--- src/source/iob_wb_macros.svh ---
`ifndef IOB_WB_MACROS_SVH
`define IOB_WB_MACROS_SVH

// byte address width of the IOb request and the Wishbone adr.
`define IOB_WB_ADDR_W 32

// data width on both buses, a whole number of bytes.
`define IOB_WB_DATA_W 32

// lanes fetched by a read before the shift by the byte offset.
`define IOB_WB_READ_BYTES 4

// RAM depth in data words.
`define IOB_WB_MEM_WORDS 256

// wait states the RAM inserts before its ack.
`define IOB_WB_WAIT 2

`endif
--- src/source/iob_wb_pkg.sv ---
`include "iob_wb_macros.svh"

package iob_wb_pkg;

   // a byte address split into the word index and the lane of its first byte.
   typedef struct packed {
      logic [`IOB_WB_ADDR_W-3:0] word_idx;
      logic [1:0]                byte_off;
   } iob_addr_fields_t;

   // the bridge looks at byte_off, the RAM at word_idx.
   typedef union packed {
      logic [`IOB_WB_ADDR_W-1:0] raw;
      iob_addr_fields_t          fields;
   } iob_addr_u;

   // request from the IOb master.
   typedef struct packed {
      logic                        avalid;
      iob_addr_u                   addr;
      logic [`IOB_WB_DATA_W-1:0]   wdata;
      logic [`IOB_WB_DATA_W/8-1:0] wstrb;  // all zero means a read.
   } iob_req_t;

   // response back to the IOb master.
   typedef struct packed {
      logic                      rvalid;
      logic [`IOB_WB_DATA_W-1:0] rdata;
      logic                      ready;
   } iob_rsp_t;

   // Wishbone classic, master to slave.
   typedef struct packed {
      iob_addr_u                   adr;
      logic [`IOB_WB_DATA_W/8-1:0] sel;
      logic                        we;
      logic                        cyc;
      logic                        stb;
      logic [`IOB_WB_DATA_W-1:0]   dat;
   } wb_m2s_t;

   // Wishbone classic, slave to master.
   typedef struct packed {
      logic                      ack;
      logic [`IOB_WB_DATA_W-1:0] dat;
   } wb_s2m_t;

endpackage

--- src/source/iob_iob2wishbone.sv ---
`timescale 1ns/1ps

`include "iob_wb_macros.svh"

module iob_iob2wishbone (
   input  logic                clk_i,
   input  logic                rst_n_i,

   input  iob_wb_pkg::iob_req_t iob_req_i,
   output iob_wb_pkg::iob_rsp_t iob_rsp_o,

   output iob_wb_pkg::wb_m2s_t  wb_o,
   input  iob_wb_pkg::wb_s2m_t  wb_i
);

   localparam int STRB_W = `IOB_WB_DATA_W / 8;

   // lanes a read asks for when the address is word aligned.
   localparam logic [STRB_W-1:0] RB_MASK = STRB_W'((1 << `IOB_WB_READ_BYTES) - 1);

   iob_wb_pkg::wb_m2s_t wb_req;   // the request as it arrives from IOb.
   iob_wb_pkg::wb_m2s_t hold_q;   // the request as it is held after cycle 0.

   logic                      avalid_q;
   logic                      stb;
   logic                      req_we;
   logic                      ack_q;
   logic [`IOB_WB_DATA_W-1:0] rdata_q;

   assign req_we = |iob_req_i.wstrb;

   // translate the incoming IOb request into a Wishbone cycle.
   always_comb begin
      wb_req.adr = iob_req_i.addr;
      wb_req.dat = iob_req_i.wdata;
      wb_req.we  = req_we;
      if (req_we) begin
         wb_req.sel = iob_req_i.wstrb;
      end else begin
         wb_req.sel = RB_MASK << iob_req_i.addr.fields.byte_off;  // upper lanes fall off.
      end
      wb_req.stb = iob_req_i.avalid;
      wb_req.cyc = iob_req_i.avalid;
   end

   // held valid. ack ends the cycle even if it lands in cycle 0.
   always_ff @(posedge clk_i) begin
      if (!rst_n_i) begin
         avalid_q <= 1'b0;
      end else if (wb_i.ack) begin
         avalid_q <= 1'b0;
      end else if (iob_req_i.avalid) begin
         avalid_q <= 1'b1;
      end
   end

   always_ff @(posedge clk_i) begin
      if (iob_req_i.avalid) begin
         hold_q <= wb_req;
      end
   end

   assign stb = iob_req_i.avalid | avalid_q;

   // the new request goes out directly, later cycles come from the hold register.
   always_comb begin
      if (iob_req_i.avalid) begin
         wb_o = wb_req;
      end else begin
         wb_o = hold_q;
      end
      wb_o.stb = stb;
      wb_o.cyc = stb;  // classic bus, cyc follows stb.
   end

   always_ff @(posedge clk_i) begin
      if (!rst_n_i) begin
         ack_q <= 1'b0;
      end else begin
         ack_q <= wb_i.ack;
      end
   end

   always_ff @(posedge clk_i) begin
      rdata_q <= wb_i.dat;
   end

   // hold_q.we still belongs to the acked request in the cycle after ack.
   assign iob_rsp_o.rvalid = ack_q & ~hold_q.we;
   assign iob_rsp_o.rdata  = rdata_q;
   assign iob_rsp_o.ready  = ~avalid_q | ack_q;

   // the master only starts a request when the bridge is free.
   a_no_req_when_busy : assert property (
      @(posedge clk_i) disable iff (!rst_n_i)
      iob_req_i.avalid |-> iob_rsp_o.ready
   ) else $error("avalid while ready is low.");

endmodule

--- config.mk ---
export PLATFORM = sky130hd
export DESIGN_NAME = iob_iob2wishbone
export DESIGN_NICKNAME = d
export VERILOG_FILES = /design/src/source/iob_wb_pkg.sv /design/src/source/iob_iob2wishbone.sv
export VERILOG_INCLUDE_DIRS = /design/src /design/src/source
export SDC_FILE = /design/constraint.sdc
export NUM_CORES = 1
export LEC_CHECK = 0
export BUFFER_PORTS_ARGS = -buffer_cell sky130_fd_sc_hd__buf_2
export CAP_MARGIN = 5
export CORE_MARGIN = 3
export CORE_UTILIZATION = 30
export DETAILED_ROUTE_END_ITERATION = 8
export PLACE_DENSITY = 0.67
export SLEW_MARGIN = 20
export SYNTH_ARGS = -nofsm -noshare
export SYNTH_HDL_FRONTEND = slang
export SYNTH_SLANG_ARGS = --single-unit
--- constraint.sdc ---
create_clock -name clk_i -period 3 [get_ports clk_i]
set_input_delay 0.6 -clock clk_i [delete_from_list [all_inputs] [get_ports clk_i]]
set_output_delay 0.6 -clock clk_i [all_outputs]
set_load 0.03 [all_outputs]
==> run_results.csv <==
group,metric,value,unit
outcome,outcome,"finished clean",
clocking,cts.htree.levels,3,
die,die_h,106,µm
pwr,swShare,30.2,%
synth,netlist_area,2990,µm²
worst_setup_path,cp_cell_sequence,"buf_2 -> buf_12 -> mux2_2 -> buf_2",
pwr,leakage,2.14,nW
worst_hold_path,min_path_type,"input port to register",
job,cap_violations,0,
timing,hold_violations,0,
worst_setup_path,cp_slowest_cell,"buf_2",
timing,setup_ws,0.604,ns
timing,post-route-period-util,79.9,%
pwr,irDropWorstVdd,320,µV
die,initial_core_util,31.6,%
timing,finalClockSkew,0,ns
final_layout,final_common_cell,"buf_2",
synth,synth_nets,299,
final_layout,n_antenna_cell,0,
timing,hold_ws,0.339,ns
global_route,grt_max_degree,28,
worst_setup_path,path_buf_inv,3,
clocking,cts_tree,"built",
routing,first_iter_violations,48,
die,fp.dieW,106,µm
final_layout,final_core_utilization,46.4,%
global_route,grt_use_total,12.6,%
global_route,grt_pass1_wl,11.1,mm
die,core_area,9460,µm²
routing,wirelength,7.30,mm
pwr,p_per_area,660,nW/µm²
clocking,cts_resized,0,
global_route,grt-ovfl-total,0,
die,rows,35,
final_layout,syn_to_final_growth,47.0,%
clocking,hold_buffers,0,
global_route,grt_pass1_vias,2380,
synth,yosysSeqAreaShare,69.0,%
timing,max_slew.worst_pin.slew,0.465,ns
timing,clock.fmax,0.417,GHz
clocking,clk_pin_slew,0.11,ns
final_layout,drive_above_1_share,72.0,%
pwr,clkPwrFrac,27.1,%
clocking,clock_latency,0.34,ns
routing,dr.pass1.iters,4,
clocking,cts_buffer_depth,2,
worst_setup_path,worstPathMaxFanout,27,
worst_setup_path,crit_path_end_kind,"primary output",
worst_setup_path,cp-start-kind,"input port",
synth,syn_area_per_cell,15.3,µm²
pwr,internal_power,2.02,mW
timing,finalCriticalPeriod,2.40,ns
place,hpwl,5.87,mm
place,post-place-ws,0.569,ns
die,ios,209,
clocking,cts_root_buffer,"clkbuf_8",
routing,drc,0,
routing,dr_total_vias,2267,
clocking,cts_buffers,9,
synth,yosys_warnings,0,
worst_setup_path,worstSetupPathType,"input port to primary output",
clocking,cts_sinks,103,
final_layout,layout_common_cells,"buf_2 (208), dfxtp_1 (103), mux2_2 (64)",
worst_setup_path,crit_required,2.40,ns
routing,via_per_inst,4.14,
place,place_congestion,0.685,
worst_setup_path,arrival,1.80,ns
global_route,antenna_found_initial,0,
final_layout,stdcell_area,4390,µm²
synth,ys_ff_latch,103,
worst_setup_path,cp_common_cell,"buf_2",
worst_setup_path,critPathTopFamily,"buffers and inverters",
place,place_area,4210,µm²
synth,netlist_instances,195,
pwr,seq_power_share,52.2,%
timing,fin_setup_tns,0,ns
synth,synth_cell_types,17,
pwr,power.switching,0.875,mW
clocking,post_cts.repair.setup_buffers,0,
final_layout,nNetsFinal,517,
die,die_area,11200,µm²
worst_setup_path,cp_slowest_stage_delay,0.38,ns
routing,drtAntennaViolNets,0,
routing,wl_per_cell,13.3,µm
timing,slew_headroom,69.0,%
timing,setup_viol,0,
timing,maxSlewViolCount,0,
timing,rsz0062_at_grt,"no",
pwr,p_comb_share,20.7,%
place,numPortBuffers,208,
==> kinds of logic after synthesis <==
| family | Yosys count | synth area share [%] |
|---|---|---|
| buffers and inverters | 10 | 1.84 |
| and+or+nand+nor | 9 | 2.10 |
| muxes | 68 | 25.6 |
| AOI/OAI and AO/OA | 5 | 1.38 |
| DFF | 103 | 69.0 |
==> area by class of cell <==
type,count,area [µm²]
Clock inverter,6,50.0
Fill cell,929,5070
Timing Repair Buffer,217,1120
Tap cell,129,161
Clock buffer,10,128
Multi-Input combinational cell,82,870
Sequential cell,103,2060
==> power groups by stage <==
| stage | registers, mW | logic, mW | clock network, mW |
|---|---|---|---|
| 3_5_place_dp | 1.55 | 0.606 | 0 |
| 2_1_floorplan | 1.59 | 0.355 | 0 |
| 4_1_cts | 1.52 | 0.608 | 0.819 |
| 3_3_place_gp | 1.54 | 0.598 | 0 |
| 5_1_grt | 1.53 | 0.637 | 0.892 |
| 6_report | 1.51 | 0.599 | 0.785 |
==> state kept, by name, summed over array words and instances (netlist names) <==
signal and count:
ack_q 1, rdata_q 32, hold_q 69, avalid_q 1
==> synth_stat cells <==
cell | instances | area share, %
dfxtp_1 | 103 | 69
mux2_2 | 64 | 24
buf_2 | 8 | 1.3
mux2i_1 | 3 | 1.0
nand2b_1 | 3 | 0.63
buf_4 | 2 | 0.50
o21ai_0 | 2 | 0.34
a21bo_2 | 1 | 0.34
and2_1 | 1 | 0.21
and3b_1 | 1 | 0.29
mux2_4 | 1 | 0.50
nor2b_1 | 1 | 0.21
nor3_1 | 1 | 0.17
o22a_1 | 1 | 0.29
o31ai_2 | 1 | 0.42
or2_2 | 1 | 0.21
or4_4 | 1 | 0.38
==> metal layers <==
metal	part of all wire, %	routed length [µm]	up-vias	GRT usage, %
li1	-	-	1101	-
met1	36	2640	1044	12.4
met2	53	3860	120	23.3
met3	10	754	2	6.06
met4	0.64	47	0	3.61
met5	0	0	-	0
==> stage by stage <==
| stage | power, mW | cells |
|---|---|---|
| 3_3_place_gp | 2.14 | 531 |
| 4_1_cts | 2.94 | 547 |
| 2_1_floorplan | 1.94 | 195 |
| 6_report | 2.90 | 547 |
| 3_5_place_dp | 2.15 | 531 |
| 5_1_grt | 3.06 | 547 |
==> worst paths after layout <==
kind | start | to | slack, ns | depth (start not counted)
min | wb_i[7] | rdata_q[7] | 0.34 | 1
max | iob_req_i[68] | wb_o[43] | 0.60 | 4
min reg2reg | hold_q[4] | hold_q[4] | 0.48 | 1
max reg2reg | avalid_q | avalid_q | 2.08 | 2
Note: power is estimated with default switching activity, not from simulation.
